<file path="src/bpu_tagged_table.sv">
`timescale 1ns/1ns
`default_nettype none

module bpu_tagged_table #(
    parameter type      entry_t = logic,
    parameter int       ENTRIES = 256,
    localparam int      IDX_W   = $clog2(ENTRIES)
) (
    input  wire             clk,
    input  wire             rst,
    input  wire [IDX_W-1:0] rd_a_idx_i,
    output entry_t          rd_a_o,
    output logic            rd_a_valid_o,
    input  wire [IDX_W-1:0] rd_b_idx_i,
    output entry_t          rd_b_o,
    output logic            rd_b_valid_o,
    input  wire             wr_en_i,
    input  wire [IDX_W-1:0] wr_idx_i,
    input  wire entry_t     wr_data_i
);

    entry_t             mem [ENTRIES];
    logic [ENTRIES-1:0] valid;

    always_ff @(posedge clk or posedge rst) begin
        if (rst) begin
            valid <= '0;
        end else if (wr_en_i) begin
            valid[wr_idx_i] <= 1'b1;
        end
    end

    always_ff @(posedge clk) begin
        if (wr_en_i) begin
            mem[wr_idx_i] <= wr_data_i;
        end
    end

    // port a serves fetch, port b serves training
    assign rd_a_o       = mem[rd_a_idx_i];
    assign rd_a_valid_o = valid[rd_a_idx_i];
    assign rd_b_o       = mem[rd_b_idx_i];
    assign rd_b_valid_o = valid[rd_b_idx_i];

endmodule

`default_nettype wire

</file>
<file path="config.mk">
export PLATFORM = sky130hd
export DESIGN_NAME = bpu_tagged_table
export DESIGN_NICKNAME = d
export VERILOG_FILES = /design/src/bpu_tagged_table.sv
export SDC_FILE = /design/constraint.sdc
export NUM_CORES = 1
export LEC_CHECK = 0
export BUFFER_PORTS_ARGS = -buffer_cell sky130_fd_sc_hd__clkbuf_2
export CELL_PAD_IN_SITES_DETAIL_PLACEMENT = 1
export CELL_PAD_IN_SITES_GLOBAL_PLACEMENT = 1
export CORE_MARGIN = 4
export CORE_UTILIZATION = 36
export CTS_BUF_LIST = sky130_fd_sc_hd__clkbuf_8
export DETAILED_ROUTE_END_ITERATION = 6
export MAX_ROUTING_LAYER = met4
export PLACE_DENSITY = 0.64
export SYNTH_ARGS = -nofsm -noshare
export SYNTH_HDL_FRONTEND = slang
export SYNTH_SLANG_ARGS = --single-unit
</file>
<file path="constraint.sdc">
create_clock -name clk -period 15.2 [get_ports clk]
set_input_delay 0 -clock clk [delete_from_list [all_inputs] [get_ports clk]]
set_output_delay 0 -clock clk [all_outputs]
set_load 0.1 [all_outputs]
</file>
==> run metrics <==
status complete, no violations; Final Power 3215 uW; TritonRoute pass-1 iters 5; total CTS buffers 92; Routed Antenna Nets 0; YS warnings 0; CTS resizes 0; final setup TNS 0 ns; routed vias 17500; largest family of logic cells by synthesized area multiplexers; clk sinks 512; CP endpoint kind output port; non-filler cells in the finished layout 2991; crit-path max FO 54; Max-slew headroom 17.06%; Fillers 7378; footprint of the multi-input gates 11010 um2; # port buffers 31; Required @ worst endpoint 15.20 ns; Synth Register Bits 512; Final Setup Violations 0; IO Count 32; synth top area cells edfxtp_1 30%, dfrtp_1 25%, mux4_2 13%; Synth Net Count 1970; Final Hold Violating Endpoints 0; FF+latch area 14090 um2; total core area 71490 um2; initial cell density of the core 36.35%; max cap viols 0; Leak 0.01186 uW; Synth cell types 68; max frequency 0.2047 GHz; Power per Cell Area 112.0 nW/um2; worst skew pair latency 0.67 ns; simple-gate share of the synthesized area 13.46%; Hold Path Stages 4; hold_buf cts 9; RSZ-0062 raised after global routing false; Min Hold Slack 0.2203 ns; design area 28700 um2; Syn Area/Cell 13.38 um2; DIE HEIGHT 276.7 um; top_reg_cell synth edfxtp_1; drt drc 0; commonest non-fill, non-tap cell in the layout nor2_1; drt wl/cell 28.60 um; first-pass GRT wire length 128.4 mm; maximum VDD drop 0.07044 mV; average vias per placed instance 5.851; most frequent cells in the layout 284 x nor2_1, 256 x or2_2, 256 x edfxtp_1, 256 x dfrtp_1, 215 x mux2i_1; Compound-Gate Fraction of Synth Area 5.334%; register area share after synthesis 54.23%; CTS root buffer clkbuf_8; Crit Path Class in2out; critical path arrival 4.89 ns; clock buffer depth 3; Rows 98; vias in the first global route 19140; Detailed Route Iter0 Violations 1128; dpl hpwl 53.82 mm; top-area cell type share of the netlist area 29.58%; total grt overflow 0; post-layout min period 4.886 ns; initial antenna violation count 2; Adder-Cell Fraction of Synth Area 0%; width of the die 276.7 um; R2R depth 1; placed cells 2815; Max Transition Viols Final 0; synthesis-to-layout area growth 10.42%; fin crit share 32.15%; nets 1996; FFs w/ async S/R, synth 50.00%; setup bufs post-CTS 0; EDFF count, synth 256; Yosys top cell by area edfxtp_1; Die ar. 76550 um2; Mapped Area 25990 um2; WL final 85.56 mm; Mapped Cells 1942; global placement routability congestion 0.8732; CTS H-tree lvls 3; mux contribution to synthesized area 23.45%; GRT Overall Usage 22.77%; share of layout cells above drive strength 1 30.11%; hold crit path type in2reg; Startpoint Class input port; Worst Tran Pin Value 1.240 ns; Post-Synth XOR/XNOR Area 0%; CTS tree built; Reg clk slew, reported paths 0.06 ns; pin count of the biggest net entering global routing 111; Layout Skew 0 ns; Placed Instance Area 26800 um2
-- logic make-up after synthesis --
group | after synthesis
mux | 392
flops | 512
compound gates | 194
simple gates | 691
buf+inv | 153
-- metrics by stage --
| step | utilization (%) | worst slack (ns) |
|---|---|---|
| after detailed placement | 37.49 | 10.37 |
| after global placement | 37.49 | 10.50 |
| after floorplan | - | 8.158 |
| after CTS | 40.14 | 10.36 |
| after global routing | 40.14 | 10.12 |
| final | 40.14 | 10.31 |
-- cell usage after synthesis, drive strengths merged, types with 3 or more instances --
library cell / number
nor2: 284
dfrtp: 256
edfxtp: 256
or2: 256
mux2i: 215
mux4: 166
buf: 76
clkbuf: 70
o22ai: 66
nand2: 43
nand3: 29
a21oi: 17
nor2b: 17
o221ai: 15
a22oi: 14
o21ai: 14
o22a: 14
nor4: 12
mux2: 11
nor3: 11
a2111oi: 8
nand4: 8
inv: 7
o2111ai: 7
o211ai: 7
a22o: 6
and3: 5
nand2b: 4
nand3b: 4
or4: 4
a31oi: 3
a41oi: 3
and2: 3
o41ai: 3
-- registers in the layout, summed over array words and instances, names as in the netlist --
name   cells
valid    256
mem      256
-- critical path, stage by stage --
cell,delay (ns)
clkbuf_8,0.50
buf_4,0.67
buf_4,0.86
or3b_2,0.71
o22ai_1,0.21
a2111oi_0,0.74
nor4_1,0.26
o311a_1,0.44
clkbuf_2,0.41
-- area by class of cell --
type	count	share of cell area, %
Timing Repair Buffer	78	1.975
Clock buffer	112	5.372
Tap cell	950	4.142
Inverter	7	0.1177
Multi-Input combinational cell	1277	38.36
Sequential cell	512	49.11
Clock inverter	53	0.9025
Antenna cell	2	0.01744
-- power breakdown --
part | switching (uW) | internal, uW | total (uW) | leakage [uW]
combinational | 210 | 154 | 364 | 0.00500
clock | 595 | 694 | 1290 | 0.00108
sequential | 44.9 | 1520 | 1560 | 0.00578
total | 850 | 2360 | 3210 | 0.0119
-- path summary, 6_finish.rpt --
check	start	to	slack, ns
max	rd_b_idx_i[0]	rd_b_o	10.31
min	wr_idx_i[5]	mem[54]	0.22
max reg2reg	valid[22]	valid[22]	14.36
min reg2reg	valid[161]	valid[161]	0.49
max in group asynchronous	rst	valid[100]	13.29
min in group asynchronous	rst	valid[21]	0.52
-- layer usage --
layer / part of all wire, % / global-route usage, % / vias up
met1: 43 / 29.72 / 9367
li1: - / - / 7374
met4: 2.9 / 7.511 / 0
met5: 0 / - / -
met3: 6.1 / 3.979 / 151
met2: 48 / 36.40 / 607
(Power assumes the default switching activity.)
