--- src/bpu_consts.svh ---
`ifndef BPU_CONSTS_SVH
`define BPU_CONSTS_SVH

// datapath widths
`define BPU_XLEN          32
`define BPU_HIST_W        16

// direction predictor tables
`define BPU_BIM_ENTRIES   512
`define BPU_TAGE_ENTRIES  256
`define BPU_TAG_W         10
// upper tag bits that take part in a hit
`define BPU_PTAG_W        6

// branch target buffer
`define BPU_BTB_ENTRIES   256
`define BPU_BTB_TAG_W     14

`define BPU_RAS_DEPTH     32

// rv32 control flow opcodes
`define BPU_OP_BRANCH     7'b1100011
`define BPU_OP_JAL        7'b1101111
`define BPU_OP_JALR       7'b1100111

`endif

--- src/bpu_pkg.sv ---
`default_nettype none
`include "bpu_consts.svh"

package bpu_pkg;

    typedef logic [`BPU_XLEN-1:0]   pc_t;
    typedef logic [`BPU_XLEN-1:0]   inst_t;
    typedef logic [`BPU_HIST_W-1:0] hist_t;
    // 2-bit saturating counter, msb is the direction
    typedef logic [1:0]             ctr_t;

    // predecoded view of one instruction word
    typedef struct packed {
        logic is_branch;
        logic is_jal;
        logic is_jalr;
        logic is_call;
        logic is_ret;
        pc_t  br_off;
        pc_t  jal_off;
    } inst_class_t;

    typedef struct packed {
        logic [`BPU_TAG_W-1:0] tag;
        ctr_t                  ctr;
    } tage_entry_t;

    typedef struct packed {
        logic [`BPU_BTB_TAG_W-1:0] tag;
        pc_t                       target;
    } btb_entry_t;

    // resolved control flow from the execute stage
    typedef struct packed {
        logic  valid;
        logic  taken;
        logic  pred_ok;
        pc_t   pc;
        hist_t history;
        pc_t   target;
        inst_t inst;
    } ex_fb_t;

    typedef struct packed {
        logic is_cf;
        logic taken;
        pc_t  target;
    } pred_t;

endpackage

`default_nettype wire

--- src/bpu_ras.sv ---
`timescale 1ns/1ns
`default_nettype none
`include "bpu_consts.svh"

module bpu_ras import bpu_pkg::*; (
    input  wire              clk,
    input  wire              rst,
    input  wire              flush_i,
    input  wire              ex_valid_i,
    input  wire              ex_taken_i,
    input  wire pc_t         ex_pc_i,
    input  wire inst_class_t ex_class_i,
    output logic             top_valid_o,
    output pc_t              top_o
);

    localparam int             PTR_W      = $clog2(`BPU_RAS_DEPTH);
    localparam logic [PTR_W:0] FULL_DEPTH = `BPU_RAS_DEPTH;

    pc_t              stack [`BPU_RAS_DEPTH];
    logic [PTR_W:0]   depth;
    logic             upd, push, pop, full;
    logic [PTR_W-1:0] wr_ptr;
    logic [PTR_W-1:0] top_ptr;

    // a flushed strobe belongs to a squashed path
    assign upd  = ex_valid_i && !flush_i;
    assign push = upd && ex_class_i.is_call && ex_taken_i;
    assign pop  = upd && ex_class_i.is_ret && (depth != '0);
    assign full = (depth == FULL_DEPTH);

    // on overflow restart from the bottom entry
    assign wr_ptr  = full ? '0 : depth[PTR_W-1:0];
    assign top_ptr = depth[PTR_W-1:0] - 1'b1;

    always_ff @(posedge clk or posedge rst) begin
        if (rst) begin
            depth <= '0;
        end else if (push) begin
            depth <= full ? (PTR_W+1)'(1) : depth + 1'b1;
        end else if (pop) begin
            depth <= depth - 1'b1;
        end
    end

    always_ff @(posedge clk) begin
        if (push) begin
            stack[wr_ptr] <= ex_pc_i + pc_t'(4);
        end
    end

    assign top_valid_o = (depth != '0);
    assign top_o       = stack[top_ptr];

endmodule

`default_nettype wire

--- config.mk ---
export PLATFORM = sky130hd
export DESIGN_NAME = bpu_ras
export DESIGN_NICKNAME = d
export VERILOG_FILES = /design/src/bpu_pkg.sv /design/src/bpu_ras.sv
export VERILOG_INCLUDE_DIRS = /design/src
export SDC_FILE = /design/constraint.sdc
export NUM_CORES = 1
export LEC_CHECK = 0
export BUFFER_PORTS_ARGS = -buffer_cell sky130_fd_sc_hd__buf_4
export CAP_MARGIN = 20
export CORE_UTILIZATION = 53
export CTS_CLUSTER_DIAMETER = 100
export DETAILED_ROUTE_END_ITERATION = 8
export PLACE_DENSITY = 0.77
export SKIP_LAST_GASP = 1
export SLEW_MARGIN = 20
export SYNTH_ARGS = -nofsm -noshare
export SYNTH_HDL_FRONTEND = slang
export SYNTH_SLANG_ARGS = --single-unit
--- constraint.sdc ---
create_clock -name clk -period 5.65 [get_ports clk]
set_input_delay 1.13 -clock clk [delete_from_list [all_inputs] [get_ports clk]]
set_output_delay 1.13 -clock clk [all_outputs]
set_load 0.05 [all_outputs]
==> results of run 1 <==
==> registers in the layout, indices dropped and copies added (netlist names) <==
register and cells:
depth 6, stack 1024
==> area by class of cell <==
class	instances	area [µm²]
clock inverter	63	539.3
fill	4964	29520
clock buffer	113	2509
sequential	1030	30900
inverter	8	30.03
multi-input combinational	730	9749
tap	1030	1289
timing repair buffer	159	1405
==> worst register-to-register path, stage by stage, from the launching register on <==
cell and delay, ns:
dfrtp_4 0.51, buf_12 0.64, ha_1 0.28, nand2_1 0.44, nor2_4 0.89, buf_4 0.45
==> synth_stat cells, types with 2 or more instances <==
master / number
xnor2_1: 16
o32a_1: 2
clkbuf_1: 45
nand2_1: 85
and3_1: 33
buf_2: 41
a32o_1: 2
edfxtp_1: 1024
buf_6: 2
o22ai_1: 2
nor3_1: 8
nor2_1: 40
a2111oi_1: 2
o21ai_1: 2
buf_1: 2
or2_2: 3
inv_1: 8
ha_1: 7
buf_4: 19
and4_1: 2
a21oi_1: 3
nor4_2: 6
a2111oi_2: 30
o21ai_0: 5
xor2_1: 17
nand2b_1: 2
nand3b_1: 2
nand4_1: 7
dfrtp_1: 6
and2_1: 65
a221oi_1: 64
nor4b_1: 2
nand3_1: 12
mux2i_1: 32
mux4_2: 256
nor4_1: 2
==> cells by family after synthesis <==
kind of cell / share of synthesized area
and+or+nand+nor: 0.03637
AOI/OAI and AO/OA: 0.03053
adders and majority gates: 0.002154
xor gates and xnor gates: 0.007108
DFF: 0.7600
muxes: 0.1497
buffers and inverters: 0.01419
==> cells in the final DEF, fill, tap and decap left out, types with 9 or more instances in the layout <==
cell type,instances
clkinv_2,20
clkbuf_1,15
buf_12,15
a221oi_1,64
edfxtp_1,1024
clkbuf_16,98
a2111oi_2,29
nor2_4,32
and2_1,65
buf_4,142
nand3_1,12
and3_1,33
xnor2_2,9
mux4_2,256
mux2i_1,32
xor2_1,13
clkinv_1,21
nand2_1,85
==> layer usage <==
metal | part of all wire | up-vias
met1 | 0.38 | 10860
met2 | 0.48 | 1384
li1 | - | 8210
met5 | 0.000072 | -
met3 | 0.11 | 191
met4 | 0.034 | 2
==> power breakdown <==
part / internal, mW / total, mW / leakage, nW / switching, mW
Sequential: 8.49 / 8.59 / 9.27 / 0.0988
Combinational: 4.27 / 10.8 / 3.89 / 6.48
Clock: 3.54 / 6.29 / 1.48 / 2.74
==> per-stage QoR <==
step | area [µm²] | cells
2_1_floorplan | 40660 | 1877
3_3_place_gp | 43220 | 2955
6_report | 46420 | 3133
3_5_place_dp | 43270 | 2957
4_1_cts | 46320 | 3133
5_1_grt | 46420 | 3133
==> worst max-delay path by stage <==
stage          startpoint        end  slack, ns  depth (start not counted)
2_1_floorplan    depth[0]   top_o[0]       0.38                         11
3_3_place_gp     depth[0]  top_o[13]        1.0                          7
3_5_place_dp     depth[0]  top_o[11]       0.97                          8
4_1_cts          depth[0]  top_o[11]       0.26                          8
5_1_grt          depth[0]  top_o[13]       0.11                          7
6_report         depth[0]  top_o[13]       0.31                          7
==> results.sh, run 1 <==
export IMPL_grt_max_degree=118
export IMPL_yosysTopAreaCell="edfxtp_1"
export IMPL_die_h_um=279.0
export IMPL_fin_util=0.6113
export IMPL_clkTransAtPathRegs_ns=0.06
export IMPL_finalPower_mw=25.63
export IMPL_clockBufferDepth=3
export IMPL_netlist_area_um2=40660
export IMPL_vias=20640
export IMPL_reg2reg_to="stack[25][7]"
export IMPL_grt_usage=0.2544
export IMPL_synth_top_area_share=0.7563
export IMPL_maxCapViolations=0
export IMPL_crit_top_cell="buf_4"
export IMPL_p_per_area_nw_per_um2=552.1
export IMPL_drt_iter0_drc=2622
export IMPL_drc=0
export IMPL_die_w_um=279.0
export IMPL_gr_usage_met2=0.3940
export IMPL_critPathKind="flop to primary output"
export IMPL_rsz0062_at_grt="false"
export IMPL_dp_hpwl_um=51740
export IMPL_insertion_delay_ns=0.65
export IMPL_grt_busiest_layer="met2"
export IMPL_cts_resized_gates=0
export IMPL_start_util=0.5353
export IMPL_syn_avg_cell_area_um2=21.66
export IMPL_cp_data_required_time_ns=4.52
export IMPL_crit_chain="buf_12 > buf_4 > mux4_2 > and2_1 > a221oi_1 > a2111oi_2 > buf_4"
export IMPL_crit_family="buffers and inverters"
export IMPL_core_um2=75950
export IMPL_status="finished clean"
export IMPL_crit_path_max_fanout=114
export IMPL_ant_nets=0
export IMPL_endpoint_kind="primary output"
export IMPL_finalCritPeriodShare=0.9449
export IMPL_pin_count=139
export IMPL_hold_slack_ns=0.4018
export IMPL_min_period_ns=5.339
export IMPL_ir_worst_vdd_uv=701.3
export IMPL_place_ws_ns=0.9712
export IMPL_finalMaxSlewViolations=0
export IMPL_critPathLaunchType="flop"
export IMPL_std_cell_rows=101
export IMPL_use_met3=0.05874
export IMPL_synthArstFlopShare=0.005825
export IMPL_worstMarginPinSlew_ns=1.169
export IMPL_dieArea_um2=77830
export IMPL_synth_cells=1877
export IMPL_areaGrowthSynthToFinish_pct=14.18
export IMPL_ys_warnings_count=0
export IMPL_crit_slowest_cell="buf_4"
export IMPL_grt_pass1_vias=20790
export IMPL_first_pass_iters=5
export IMPL_path_buf_inv=3
export IMPL_antenna_found_initial=1
export IMPL_grt_pass1_wl_um=140900
export IMPL_tns_ns=0
export IMPL_cts_tree="done"
export IMPL_finalWirelength_um=97520
export IMPL_cpPeakStageDelay_ns=0.67
export IMPL_worst_slack_ns=0.3113
export IMPL_antenna_cells=0
export IMPL_r2r_start="depth[0]"
export IMPL_skew_ns=0.01939
export IMPL_wl_per_cell_um=31.13
export IMPL_gr_usage_met1=0.3564
export IMPL_cts_buffers=96
export IMPL_cp_arrival_ns=4.21
export IMPL_clockRootBuffer="clkbuf_16"
export IMPL_min_path_type="input pin to asynchronous set/reset pin"
export IMPL_htreeDepth=3
export IMPL_globalplace_congestion=0.7727
export IMPL_nets=2138
export IMPL_power_leakage_nw=14.64
export IMPL_r2r_setup_slack_ns=2.08
export IMPL_worst_r2r_path_depth=5
export IMPL_synth_ff_type="edfxtp_1"
export IMPL_synth_top_cells_by_area="edfxtp_1 76%, mux4_2 14%, a221oi_1 1.4%"
export IMPL_port_buffers=71
export IMPL_finalHoldViolations=0
export IMPL_finalSetupViolCount=0
export IMPL_synth_edf_count=1024
export IMPL_clock_sinks=1030
export IMPL_cts_hold_buf=0
export IMPL_fmax_mhz=187.3
export IMPL_viasPerCell=6.589
export IMPL_syn_nets=1990
export IMPL_gr_total_overflow=0
export IMPL_yosysUniqueCellTypes=57
export IMPL_postCtsSetupBuffers=0
export IMPL_drive_above_1_share=0.3119
export IMPL_synth_seq_area_share=0.7600
export IMPL_slew_headroom=0.2210
export IMPL_synth_seq_cells=1030
Power figures use the tool's default switching activity.
==> run 2: changes to the inputs <==
Settings changed: CTS_BUF_LIST set to sky130_fd_sc_hd__clkbuf_16.
Clock period 5.65 ns to 5.3 ns, I/O delays scaled along.
==> run 2 against run 1 <==
Effect of this change:
- design area rose by 0.22%
- register-to-register slack got worse by 0.05 ns
- sequential share of layout area is 0.15 points lower
- final cell count rose by 0.26%
- clock skew up 0.0017 ns
- clock power up 6.8%
- sequential power rose by 6.8%
- global-route usage decreased by 0.050 points
- die area is the same
- power is 7.0% higher
- critical endpoint is now top_o[29]
- wire length shrank 0.47%
- critical path type unchanged
- via count fell by 0.49%
==> results.sh, run 2 (synthesized netlist as in run 1, its figures left out) <==
export IMPL_fill_cells=4959
export IMPL_finalWirelength_um=97060
export IMPL_ant_nets=0
export IMPL_drc=0
export IMPL_status="finished clean"
export IMPL_power_leakage_nw=14.78
export IMPL_grt_max_degree=107
export IMPL_fin_util=0.6126
export IMPL_drt_iter0_drc=2214
export IMPL_clock_sinks=1030
export IMPL_design_area_um2=46530
export IMPL_dieArea_um2=77830
export IMPL_wl_per_cell_um=30.90
export IMPL_port_buffers=71
export IMPL_endpoint="top_o[29]"
export IMPL_cts_tree="done"
export IMPL_worstMarginPinSlew_ns=1.020
export IMPL_die_w_um=279.0
export IMPL_worst_r2r_path_depth=5
export IMPL_dp_hpwl_um=52720
export IMPL_clkTransAtPathRegs_ns=0.06
export IMPL_fmax_mhz=191.6
export IMPL_layout_common_cells="1024 x edfxtp_1, 256 x mux4_2, 150 x buf_4"
export IMPL_crit_path_max_fanout=20
export IMPL_p_per_area_nw_per_um2=589.5
export IMPL_start_util=0.5353
export IMPL_first_pass_iters=5
export IMPL_globalplace_congestion=0.7844
export IMPL_finalSetupViolCount=0
export IMPL_rsz0062_at_grt="false"
export IMPL_finalMaxSlewViolations=0
export IMPL_min_path_type="input pin to asynchronous set/reset pin"
export IMPL_antenna_found_initial=1
export IMPL_pin_count=139
export IMPL_skew_ns=0.02108
export IMPL_reg2reg_to="stack[23][2]"
export IMPL_min_period_ns=5.220
export IMPL_grt_pass1_vias=21030
export IMPL_endpoint_kind="primary output"
export IMPL_drive_above_1_share=0.3128
export IMPL_largest_reg_flops=1024
export IMPL_die_h_um=279.0
export IMPL_cts_buffers=99
export IMPL_slew_headroom=0.3185
export IMPL_nets=2151
export IMPL_fin_cells=3141
export IMPL_max_flop_register="stack"
export IMPL_finalHoldViolations=0
export IMPL_final_common_cell="edfxtp_1"
export IMPL_cts_hold_buf=0
export IMPL_cp_data_required_time_ns=4.24
export IMPL_grt_usage=0.2539
export IMPL_cp_arrival_ns=4.16
export IMPL_place_inst=2967
export IMPL_finalCritPeriodShare=0.9849
export IMPL_tns_ns=0
export IMPL_clockRootBuffer="clkbuf_16"
export IMPL_core_um2=75950
export IMPL_maxCapViolations=0
export IMPL_vias=20540
export IMPL_std_cell_rows=101
export IMPL_grt_pass1_wl_um=141600
export IMPL_htreeDepth=3
export IMPL_viasPerCell=6.540
export IMPL_crit_start="depth[2]"
export IMPL_cts_resized_gates=0
export IMPL_insertion_delay_ns=0.66
export IMPL_postCtsSetupBuffers=0
export IMPL_clockBufferDepth=3
export IMPL_critPathKind="flop to primary output"
export IMPL_areaGrowthSynthToFinish_pct=14.43
export IMPL_r2r_start="depth[0]"
export IMPL_reg_top3="stack x1024, depth x6"
export IMPL_r2r_setup_slack_ns=2.03
export IMPL_critPathLaunchType="flop"
export IMPL_gr_total_overflow=0
export IMPL_ir_worst_vdd_uv=753.8
export IMPL_post_dp_cell_area_um2=43380
[run 2: cell count changes in the layout (fill, tap and decap cells not counted), moves of 2 or more]
cell	delta
inv_1	+18
clkbuf_1	-15
buf_4	+8
clkinv_2	-5
buf_12	+4
clkbuf_16	+3
clkinv_4	-3
clkinvlp_4	-3
inv_6	+2
[run 2: power breakdown]
part	leakage, nW	switching, mW	internal (mW)
clock	1.56	2.94	3.78
sequential	9.27	0.112	9.06
combinational	3.95	6.96	4.58
total	14.8	10.0	17.4
[run 2: layer usage]
metal / vias up / global-route usage / part of all wire
met1: 10860 / 0.3531 / 0.38
li1: 8254 / - / -
met2: 1263 / 0.4094 / 0.50
met5: - / 0 / 0.00013
met4: 2 / 0.07368 / 0.022
met3: 159 / 0.05431 / 0.10
[run 2: area by class of cell]
type / count / area, µm² / share of cell area
sequential: 1030 / 30900 / 0.6642
timing repair buffer: 169 / 1506 / 0.03238
multi-input combinational: 730 / 9739 / 0.2093
tap: 1030 / 1289 / 0.02770
antenna: 1 / 2.502 / 0.00005379
inverter: 8 / 30.03 / 0.0006454
clock buffer: 101 / 2527 / 0.05432
clock inverter: 72 / 528.0 / 0.01135
[run 2: worst min-delay path by stage]
| stage | startpoint | to | slack [ns] | depth (start not counted) |
|---|---|---|---|---|
| floorplan | depth[5] | depth[5] | 0.51 | 1 |
| global placement | depth[5] | depth[5] | 0.55 | 1 |
| detailed placement | depth[5] | depth[5] | 0.56 | 1 |
| CTS | rst | depth[4] | 0.31 | 2 |
| global route | rst | depth[4] | 0.33 | 2 |
| finish | rst | depth[4] | 0.32 | 2 |
[run 2: critical path: stages, from the launching register on]
cell       delay (ns)
dfrtp_1          0.85
or3_1            0.54
o32a_2           0.71
a221oi_1         0.24
a2111oi_2        0.81
buf_4            0.33
[run 2: per-stage QoR]
| step | hold slack (ns) | power (mW) | setup slack [ns] |
|---|---|---|---|
| after floorplan | 0.5084 | 17.39 | 0.09961 |
| after global placement | 0.5492 | 20.65 | 0.8671 |
| after detailed placement | 0.5621 | 20.80 | 0.7856 |
| after CTS | 0.3116 | 27.53 | 0.06945 |
| after global routing | 0.3298 | 28.35 | 0.04253 |
| final | 0.3184 | 27.43 | 0.07982 |
