[src/bpu_consts.svh]
`ifndef BPU_CONSTS_SVH
`define BPU_CONSTS_SVH

// datapath widths
`define BPU_XLEN          32
`define BPU_HIST_W        16

// direction predictor tables
`define BPU_BIM_ENTRIES   512
`define BPU_TAGE_ENTRIES  256
`define BPU_TAG_W         10
// upper tag bits that take part in a hit
`define BPU_PTAG_W        6

// branch target buffer
`define BPU_BTB_ENTRIES   256
`define BPU_BTB_TAG_W     14

`define BPU_RAS_DEPTH     32

// rv32 control flow opcodes
`define BPU_OP_BRANCH     7'b1100011
`define BPU_OP_JAL        7'b1101111
`define BPU_OP_JALR       7'b1100111

`endif

[src/bpu_pkg.sv]
`default_nettype none
`include "bpu_consts.svh"

package bpu_pkg;

    typedef logic [`BPU_XLEN-1:0]   pc_t;
    typedef logic [`BPU_XLEN-1:0]   inst_t;
    typedef logic [`BPU_HIST_W-1:0] hist_t;
    // 2-bit saturating counter, msb is the direction
    typedef logic [1:0]             ctr_t;

    // predecoded view of one instruction word
    typedef struct packed {
        logic is_branch;
        logic is_jal;
        logic is_jalr;
        logic is_call;
        logic is_ret;
        pc_t  br_off;
        pc_t  jal_off;
    } inst_class_t;

    typedef struct packed {
        logic [`BPU_TAG_W-1:0] tag;
        ctr_t                  ctr;
    } tage_entry_t;

    typedef struct packed {
        logic [`BPU_BTB_TAG_W-1:0] tag;
        pc_t                       target;
    } btb_entry_t;

    // resolved control flow from the execute stage
    typedef struct packed {
        logic  valid;
        logic  taken;
        logic  pred_ok;
        pc_t   pc;
        hist_t history;
        pc_t   target;
        inst_t inst;
    } ex_fb_t;

    typedef struct packed {
        logic is_cf;
        logic taken;
        pc_t  target;
    } pred_t;

endpackage

`default_nettype wire

[src/bpu_predecode.sv]
`timescale 1ns/1ns
`default_nettype none
`include "bpu_consts.svh"

module bpu_predecode import bpu_pkg::*; (
    input  wire inst_t   inst_i,
    output inst_class_t  class_o
);

    logic [6:0] opcode;
    logic [4:0] rd;
    logic [4:0] rs1;

    assign opcode = inst_i[6:0];
    assign rd     = inst_i[11:7];
    assign rs1    = inst_i[19:15];

    always_comb begin
        class_o.is_branch = (opcode == `BPU_OP_BRANCH);
        class_o.is_jal    = (opcode == `BPU_OP_JAL);
        class_o.is_jalr   = (opcode == `BPU_OP_JALR);
        // any jal links, a jalr only with a real rd
        class_o.is_call   = class_o.is_jal || (class_o.is_jalr && (rd != 5'd0));
        // jalr x0, 0(ra)
        class_o.is_ret    = class_o.is_jalr && (rd == 5'd0) && (rs1 == 5'd1);

        // b-type immediate
        class_o.br_off  = {{20{inst_i[31]}}, inst_i[7], inst_i[30:25],
                           inst_i[11:8], 1'b0};
        // j-type immediate
        class_o.jal_off = {{12{inst_i[31]}}, inst_i[19:12], inst_i[20],
                           inst_i[30:21], 1'b0};
    end

endmodule

`default_nettype wire

[config.mk]
export PLATFORM = sky130hd
export DESIGN_NAME = bpu_predecode
export DESIGN_NICKNAME = d
export VERILOG_FILES = /design/src/bpu_pkg.sv /design/src/bpu_predecode.sv
export VERILOG_INCLUDE_DIRS = /design/src
export SDC_FILE = /design/constraint.sdc
export NUM_CORES = 1
export LEC_CHECK = 0
export BUFFER_PORTS_ARGS = -buffer_cell sky130_fd_sc_hd__buf_2
export CAP_MARGIN = 20
export CORE_MARGIN = 10
export CORE_UTILIZATION = 30
export DETAILED_ROUTE_END_ITERATION = 7
export PLACE_DENSITY = 0.95
export SLEW_MARGIN = 20
export SYNTH_ARGS = -nofsm -noshare
export SYNTH_HDL_FRONTEND = slang
export SYNTH_SLANG_ARGS = --single-unit
[constraint.sdc]
create_clock -name vclk -period 1.3
set_input_delay 0.195 -clock vclk [all_inputs]
set_output_delay 0.195 -clock vclk [all_outputs]
set_load 0.02 [all_outputs]
==> summary.txt, run 1 <==
Outcome
  – Result of the run: finished, violations left
  – Violated checks: negative setup slack

Detailed routing
  – Initial DRC count: 13
  – Routed wire length per instance: 17.0 um
  – Vias after detailed routing: 295
  – Routed Wire Length: 1260 um
  – Final antenna-violating net count: 0
  – Iteration count of the initial detailed-routing pass: 3
  – Final routed DRC violation total: 0
  – Via-per-instance ratio: 3.99

Power
  – Portion of total power attributed to combinational logic: 100.0%
  – Leakage power total: 0.194 nW
  – Net switching share of the total power: 59.1%
  – Worst supply voltage drop on vdd: 0.0000758 V
  – Ratio of total power to cell area: 289 nW/um^2
  – Register share of total power: 0%
  – Cell internal power dissipation: 0.0000395 W
  – Net switching power of the design: 0.0000571 W
  – Clock share of power: 0%

Synthesis
  – Number of distinct library cells after synthesis: 12
  – Mean Syn Cell Area: 7.19 um^2
  – Most frequent cells after synthesis: 64 x sky130_fd_sc_hd__buf_4, 4 x sky130_fd_sc_hd__nor2_1, 2 x sky130_fd_sc_hd__and3_1
  – Post-synth design cell area: 568 um^2
  – Top-count cell post-synth: sky130_fd_sc_hd__buf_4
  – Cell types with the largest area share after synthesis: sky130_fd_sc_hd__buf_4 85%, sky130_fd_sc_hd__nor2_1 2.6%, sky130_fd_sc_hd__or4b_4 2.4%, sky130_fd_sc_hd__and3_1 2.2%, sky130_fd_sc_hd__nor4_2 2.2%
  – Share of the synthesized area in the top cell type: 84.6%
  – Area leader, netlist: sky130_fd_sc_hd__buf_4
  – Number of synthesis warnings: 0
  – Number of instances in the synthesized netlist: 79
  – Part of the Yosys area used for sequential elements: 0%

Cells and area
  – Count of non-filler cells in the finished layout: 74
  – Area taken by flip-flops and latches: 0 um^2
  – Share of cells above drive strength 1: 75.5%
  – Final Instance Area: 334 um^2
  – Diodes inserted: 0
  – Count of flip-flops and latches: 0
  – CLK BUF: 0
  – Area grow syn2layout: -41.2%
  – Total number of nets in the final design: 83
  – Number of filler cells placed in the layout: 207

GRT
  – Combined global-route utilization of all metal layers: 4.77%
  – Largest net degree at the start of global routing: 33
  – Remaining global-route overflow: 0
  – Number of global-route vias before repair: 316
  – Number of antenna violations at the first check in global routing: 0
  – Wire length of the first global-routing pass: 1660 um

Place
  – Number of placed instances, taps included: 74
  – Total of buffers placed on input and output ports: 32
  – Total placed instance area: 299 um^2
  – Placement-stage worst setup slack: -113 ps
  – Final GP Congestion: 0.772

STA
  – Achievable clock frequency: 749 MHz
  – Hold_ws: 390 ps
  – Final critical-path required period: 1340 ps
  – Final-report max-slew violation count: 0
  – Final Setup Violations: 1
  – Final total negative setup slack: -35.8 ps
  – Fraction of the cycle the final worst path needs: 103%
  – Final worst-path setup slack: -35.8 ps
  – Setup repair after global routing missed its margin: true
  – Hold Vio Cnt, Final: 0

Floorplanning
  – Starting Density: 32.2%
  – Area of the die: 4030 um^2
  – Top Ports: 101
  – Die Wd: 63.5 um
  – Cell Rows: 15
  – Overall die height: 63.5 um
  – Area of the core: 1760 um^2

Worst hold path
  – Worst Min Path Start: inst_i[24]
  – Endpoint with the worst hold slack: class_o[4]
  – Min-Delay Path Depth: 0
  – Min-Delay Path Class: in -> out

Worst setup path
  – WP data arrival: 1140 ps
  – Crit path cell chain: buf_6 > or4b_4 > nor4_4 > buf_4
  – Largest stage delay on the critical path: 540 ps
  – Category of the critical setup timing path: in -> out
  – Crit. End Element: output pin
  – Cell with the biggest individual delay on the critical path: sky130_fd_sc_hd__or4b_4
  – Max Fanout on Critical Path: 2
  – Launching element type of the critical path: input port
  – Data required time at the worst endpoint: 1110 ps

Clocking
  – Count of hold-fix buffers inserted at cts: 0

Run
  – Max Cap Violations: 0
-- worst max-delay path, delay by kind of cell --
kind / cells / cell delay, ps
and+or+nand+nor: 2 / 680
buffers and inverters: 2 / 270
-- per-layer routing --
metal | GRT usage (%) | vias up | share of wire (%)
met5 | 0 | - | 0
met4 | 0.546 | 0 | 0.40
met3 | 3.71 | 2 | 19
met2 | 8.42 | 51 | 47
met1 | 4.37 | 122 | 33
li1 | - | 120 | -
-- cells by family (layout without fill, tap and decap cells) --
group,Yosys count,count (layout),synth area share (%)
simple gates,12,12,13.2
compound gates,1,1,0.880
other cells,1,2,0.660
buf+inv,65,34,85.2
-- stage by stage --
step                      util (%)  total power [W]
after global routing          18.9         0.000104
after detailed placement      17.0        0.0000863
after floorplan                  -         0.000298
after CTS                     17.8        0.0000898
after global placement        17.0        0.0000851
final                         18.9        0.0000966
-- worst max-delay path by stage --
| stage | cells past startpoint | from | slack (ps) | endpoint |
|---|---|---|---|---|
| finish | 4 | inst_i[19] | -40 | class_o[64] |
| global route | 4 | inst_i[19] | -60 | class_o[64] |
| CTS | 4 | inst_i[19] | -30 | class_o[64] |
| detailed placement | 5 | inst_i[7] | -110 | class_o[64] |
| global placement | 5 | inst_i[7] | -60 | class_o[64] |
| floorplan | 2 | inst_i[18] | 100 | class_o[64] |
-- cell usage in the layout, fill, tap and decap left out --
master | netlist | routed
sky130_fd_sc_hd__a21oi_1 | 1 | 1
sky130_fd_sc_hd__inv_1 | 1 | 1
sky130_fd_sc_hd__nor2b_1 | 1 | 1
sky130_fd_sc_hd__nor2_1 | 4 | 4
sky130_fd_sc_hd__buf_6 | 0 | 2
sky130_fd_sc_hd__buf_4 | 64 | 2
sky130_fd_sc_hd__conb_1 | 1 | 2
sky130_fd_sc_hd__buf_2 | 0 | 29
sky130_fd_sc_hd__nand2_1 | 1 | 1
sky130_fd_sc_hd__nor4_4 | 0 | 2
sky130_fd_sc_hd__nand3_2 | 0 | 1
sky130_fd_sc_hd__and3_1 | 2 | 2
sky130_fd_sc_hd__or4b_4 | 1 | 1
-- power by group through the flow --
stage	Combinational (W)	Sequential [W]	Clock, W
6_report	0.0000966	0	0
5_1_grt	0.000104	0	0
4_1_cts	0.0000898	0	0
3_3_place_gp	0.0000851	0	0
3_5_place_dp	0.0000863	0	0
2_1_floorplan	0.000298	0	0
-- area by class of cell --
type	count	area, um^2	share of cell area (%)
inverter	1	3.75	1.12
multi-input combinational	15	116	34.8
tap	25	31.3	9.36
timing repair buffer	33	183	54.7
-- what timing repair did --
item	CTS	global route
endpoints found under the setup margin	1	2
resized for setup	3	4
pin swaps	1	2
buffers inserted	0	0
Note: power is estimated with default switching activity, not from simulation.
==> inputs of run 2 (changes only) <==
==> constraint.sdc (replaced) <==
create_clock -name vclk -period 1.3
set_input_delay 0.26 -clock vclk [all_inputs]
set_output_delay 0.26 -clock vclk [all_outputs]
set_load 0.02 [all_outputs]
==> summary.txt, run 2 (same netlist as run 1, synthesis figures left out) <==
Floorplanning
  – Overall die height: 63.5 um (unchanged)
  – Die Wd: 63.5 um (unchanged)
  – Cell Rows: 15 (unchanged)
  – Top Ports: 101 (unchanged)
  – Area of the core: 1760 um^2 (unchanged)
  – Starting Density: 32.2% (unchanged)
  – Area of the die: 4030 um^2 (unchanged)

Worst setup path
  – Crit. End Element: output pin (unchanged)
  – Crit path cell chain: buf_6 > or4b_4 > nor4_4 > buf_4 (unchanged)
  – Largest delay contributor family on the critical path: simple AND/OR/NAND/NOR gates (unchanged)
  – WP data arrival: 1200 ps (was 1140 ps)
  – Number of buffers and inverters on the critical path: 2 (unchanged)
  – Max Fanout on Critical Path: 2 (unchanged)
  – Largest stage delay on the critical path: 540 ps (about the same)
  – Launching element type of the critical path: input port (unchanged)
  – Cell with the biggest individual delay on the critical path: sky130_fd_sc_hd__or4b_4 (unchanged)
  – Data required time at the worst endpoint: 1040 ps (was 1110 ps)
  – Category of the critical setup timing path: in -> out (unchanged)

GRT
  – Grt met2 use: 10.7% (was 8.42%)
  – Remaining global-route overflow: 0 (unchanged)
  – Largest net degree at the start of global routing: 33 (unchanged)
  – Met1 layer usage reported by global route: 4.66% (was 4.37%)
  – Most Used Layer, Global Route: met2 (unchanged)
  – Routing usage on met3: 4.59% (was 3.71%)
  – Number of global-route vias before repair: 339 (was 316)
  – Combined global-route utilization of all metal layers: 5.83% (was 4.77%)
  – Wire length of the first global-routing pass: 1960 um (was 1660 um)
  – Number of antenna violations at the first check in global routing: 0 (unchanged)

Place
  – DP HPWL: 1090 um
  – Final GP Congestion: 0.855 (was 0.772)
  – Number of placed instances, taps included: 75 (was 74)
  – Total of buffers placed on input and output ports: 32 (unchanged)
  – Total placed instance area: 307 um^2 (was 299 um^2)

Cells and area
  – Diodes inserted: 0 (unchanged)
  – Final Instance Area: 399 um^2 (was 334 um^2)
  – Area grow syn2layout: -29.7% (was -41.2%)
  – Most used cells in the layout excluding fill and tap cells: 24 x sky130_fd_sc_hd__buf_2, 6 x sky130_fd_sc_hd__buf_4, 5 x sky130_fd_sc_hd__buf_6 (was 29 x sky130_fd_sc_hd__buf_2, 4 x sky130_fd_sc_hd__nor2_1)
  – Share of cells above drive strength 1: 84.3% (was 75.5%)
  – Area taken by flip-flops and latches: 0 um^2 (unchanged)
  – CLK BUF: 0 (unchanged)
  – Total number of nets in the final design: 85 (was 83)
  – Most common library cell in the layout ignoring fill and taps: sky130_fd_sc_hd__buf_2 (unchanged)
  – Count of flip-flops and latches: 0 (unchanged)
  – Number of filler cells placed in the layout: 198 (was 207)
  – Count of non-filler cells in the finished layout: 76 (was 74)
  – Final cell utilization of the core: 22.6% (was 18.9%)

Detailed routing
  – Vias after detailed routing: 298 (was 295)
  – Final routed DRC violation total: 0 (unchanged)
  – Final antenna-violating net count: 0 (unchanged)
  – Routed Wire Length: 1390 um (was 1260 um)
  – Routed wire length per instance: 18.3 um (was 17.0 um)
  – Via-per-instance ratio: 3.92 (was 3.99)
  – Iteration count of the initial detailed-routing pass: 2 (was 3)
  – Initial DRC count: 7 (was 13)

Outcome
  – Result of the run: finished, violations left (unchanged)
  – Violated checks: negative setup slack (unchanged)

STA
  – Setup repair after global routing missed its margin: true (unchanged)
  – Final-report max-slew violation count: 0 (unchanged)
  – Final Setup Violations: 1 (unchanged)
  – Achievable clock frequency: 684 MHz (was 749 MHz)
  – Fraction of the cycle the final worst path needs: 112% (was 103%)
  – Final worst-path setup slack: -162 ps (was -35.8 ps)
  – Final critical-path required period: 1460 ps (was 1340 ps)
  – Hold Vio Cnt, Final: 0 (unchanged)

Run
  – Max Cap Violations: 0 (unchanged)

Power
  – Worst supply voltage drop on vdd: 0.0000737 V (was 0.0000758 V)
  – Ratio of total power to cell area: 286 nW/um^2 (was 289 nW/um^2)
  – Total power of the final layout: 0.000114 W (was 0.0000966 W)
  – Leakage power total: 0.212 nW (was 0.194 nW)

Worst hold path
  – Min-Delay Path Class: in -> out (unchanged)

Clocking
  – Count of hold-fix buffers inserted at cts: 0 (unchanged)
## run 2: path summary, 6_finish.rpt
check / start / end / slack [ps] / cells past startpoint
worst max-delay path: inst_i[18] / class_o[64] / -160 / 4
worst min-delay path: inst_i[24] / class_o[4] / 520 / 0
## run 2: final cells by class
| type | count | area, um^2 | share of cell area [%] |
|---|---|---|---|
| Tap cell | 25 | 31.3 | 7.84 |
| Inverter | 1 | 3.75 | 0.940 |
| Multi-Input combinational cell | 15 | 143 | 35.7 |
| Timing Repair Buffer | 35 | 221 | 55.5 |
## run 2: power by group
part           internal, W  switching [W]
sequential               0              0
combinational    0.0000499      0.0000641
clock                    0              0
## run 2: metal layers
metal | routed length (um) | vias to the layer above
met5 | 0 | -
met4 | 5 | 0
met3 | 252 | 2
met2 | 663 | 49
met1 | 472 | 123
li1 | - | 124
## run 2: what timing repair did
action / in CTS / in global routing
setup endpoints to repair: 3 / 3
buffers inserted: 0 / 1
pin swaps: 0 / 2
resized for setup: 9 / 11
## run 2: stage by stage
stage               hold WS [ps]  TNS, ps  setup WS, ps
floorplan                    557    -28.5         -28.5
global placement             520     -327          -209
detailed placement           520     -414          -270
CTS                          520     -186          -186
global route                 520     -206          -174
finish                       520     -162          -162
==> inputs of run 3 (changes only) <==
--- a/config.mk
+++ b/config.mk
@@ -6,7 +6,7 @@
 export SDC_FILE = /design/constraint.sdc
 export NUM_CORES = 1
 export LEC_CHECK = 0
-export BUFFER_PORTS_ARGS = -buffer_cell sky130_fd_sc_hd__buf_2
+export BUFFER_PORTS_ARGS = -buffer_cell sky130_fd_sc_hd__buf_4
 export CAP_MARGIN = 20
 export CORE_MARGIN = 10
 export CORE_UTILIZATION = 30
==> summary.txt, run 3 (same netlist as run 1, synthesis figures left out) <==
Cells and area
  – Final Instance Area: 409 um^2 (was 399 um^2)
  – Most used cells in the layout excluding fill and tap cells: 31 x sky130_fd_sc_hd__buf_4, 4 x sky130_fd_sc_hd__nor2_1 (was 24 x sky130_fd_sc_hd__buf_2, 6 x sky130_fd_sc_hd__buf_4, 5 x sky130_fd_sc_hd__buf_6)
  – Area taken by flip-flops and latches: 0 um^2 (unchanged)
  – Count of flip-flops and latches: 0 (unchanged)
  – Area grow syn2layout: -28.0% (was -29.7%)
  – Total number of nets in the final design: 83 (was 85)
  – Count of non-filler cells in the finished layout: 74 (was 76)
  – CLK BUF: 0 (unchanged)
  – Most common library cell in the layout ignoring fill and taps: sky130_fd_sc_hd__buf_4 (was sky130_fd_sc_hd__buf_2)
  – Share of cells above drive strength 1: 77.6% (was 84.3%)
  – Diodes inserted: 0 (unchanged)

GRT
  – Remaining global-route overflow: 0 (unchanged)
  – Wire length of the first global-routing pass: 1920 um (was 1960 um)
  – Combined global-route utilization of all metal layers: 5.51% (was 5.83%)
  – Largest net degree at the start of global routing: 33 (unchanged)
  – Number of global-route vias before repair: 306 (was 339)
  – Number of antenna violations at the first check in global routing: 0 (unchanged)

STA
  – Final Setup Violations: 1 (unchanged)
  – Hold_ws: 520 ps (unchanged)
  – Setup repair after global routing missed its margin: true (unchanged)
  – Final critical-path required period: 1470 ps (was 1460 ps)
  – Final-report max-slew violation count: 0 (unchanged)
  – Final total negative setup slack: -166 ps (was -162 ps)
  – Final worst-path setup slack: -166 ps (was -162 ps)
  – Hold Vio Cnt, Final: 0 (unchanged)
  – Achievable clock frequency: 682 MHz (was 684 MHz)
  – Fraction of the cycle the final worst path needs: 113% (was 112%)

Worst setup path
  – Setup crit start: inst_i[18] (unchanged)
  – Launching element type of the critical path: input port (unchanged)
  – Data required time at the worst endpoint: 1040 ps (about the same)
  – Max Fanout on Critical Path: 2 (unchanged)
  – Critical path endpoint: class_o[64] (unchanged)
  – Number of buffers and inverters on the critical path: 2 (unchanged)
  – Cell with the biggest individual delay on the critical path: sky130_fd_sc_hd__or4b_4 (unchanged)
  – Total stage count of the critical path: 4 (unchanged)
  – Crit path cell chain: buf_6 > or4b_4 > nor4_4 > buf_4 (unchanged)
  – Crit. End Element: output pin (unchanged)
  – Category of the critical setup timing path: in -> out (unchanged)
  – Largest stage delay on the critical path: 530 ps (was 540 ps)
  – WP data arrival: 1210 ps (was 1200 ps)
  – Largest delay contributor family on the critical path: simple AND/OR/NAND/NOR gates (unchanged)

Detailed routing
  – Final routed DRC violation total: 0 (unchanged)
  – Routed Wire Length: 1290 um (was 1390 um)
  – Final antenna-violating net count: 0 (unchanged)
  – Routed wire length per instance: 17.4 um (was 18.3 um)
  – Vias after detailed routing: 287 (was 298)
  – Via-per-instance ratio: 3.88 (was 3.92)
  – Iteration count of the initial detailed-routing pass: 2 (unchanged)
  – Initial DRC count: 19 (was 7)

Floorplanning
  – Top Ports: 101 (unchanged)
  – Starting Density: 32.2% (unchanged)
  – Area of the die: 4030 um^2 (unchanged)
  – Overall die height: 63.5 um (unchanged)
  – Cell Rows: 15 (unchanged)
  – Area of the core: 1760 um^2 (unchanged)
  – Die Wd: 63.5 um (unchanged)

Place
  – Final GP Congestion: 0.680 (was 0.855)
  – Total placed instance area: 379 um^2 (was 307 um^2)
  – Number of placed instances, taps included: 74 (was 75)
  – Total of buffers placed on input and output ports: 32 (unchanged)
  – Placement-stage worst setup slack: -232 ps (was -270 ps)

Power
  – Ratio of total power to cell area: 300 nW/um^2 (was 286 nW/um^2)
  – Worst supply voltage drop on vdd: 0.0000849 V (was 0.0000737 V)
  – Leakage power total: 0.217 nW (was 0.212 nW)

Run
  – Max Cap Violations: 0 (unchanged)

Worst hold path
  – Min-Delay Path Class: in -> out (unchanged)

Outcome
  – Result of the run: finished, violations left (unchanged)
  – Violated checks: negative setup slack (unchanged)
==> run 3: metrics by stage <==
stage               total power, W  utilization (%)
global route              0.000131             23.2
detailed placement        0.000114             21.5
global placement          0.000112             21.5
CTS                       0.000118             22.3
finish                    0.000123             23.2
floorplan                 0.000298                -
==> run 3: cell type report <==
class / count / area [um^2]
well taps: 25 / 31.3
fillers: 194 / 1360
multi-input cells: 15 / 119
inverters: 1 / 3.75
repair buffers: 33 / 255
==> run 3: power by group <==
group | switching [W] | total, W | internal [W]
Sequential | 0 | 0 | 0
Combinational | 0.0000591 | 0.000123 | 0.0000636
Clock | 0 | 0 | 0
==> run 3: worst min-delay path by stage <==
stage / endpoint / from / cells past startpoint / slack, ps
after detailed placement: class_o[11] / inst_i[20] / 0 / 520
after global placement: class_o[11] / inst_i[20] / 0 / 520
after CTS: class_o[11] / inst_i[20] / 0 / 520
after global routing: class_o[3] / inst_i[23] / 0 / 520
after floorplan: class_o[64] / inst_i[16] / 1 / 560
final: class_o[4] / inst_i[24] / 0 / 520
==> run 3: routing by layer <==
layer	track usage (%)	share of wire (%)	vias to the layer above
met5	0	0	-
met4	0.546	0.39	0
met3	3.89	18	2
met2	9.17	44	49
met1	5.73	38	115
li1	-	-	121
==> run 3: what timing repair did <==
item	4_1_cts	5_1_grt
hold buffers	0	0
buffers inserted	0	0
setup endpoints to repair	2	4
hold endpoints to repair	0	0
resized for setup	3	3
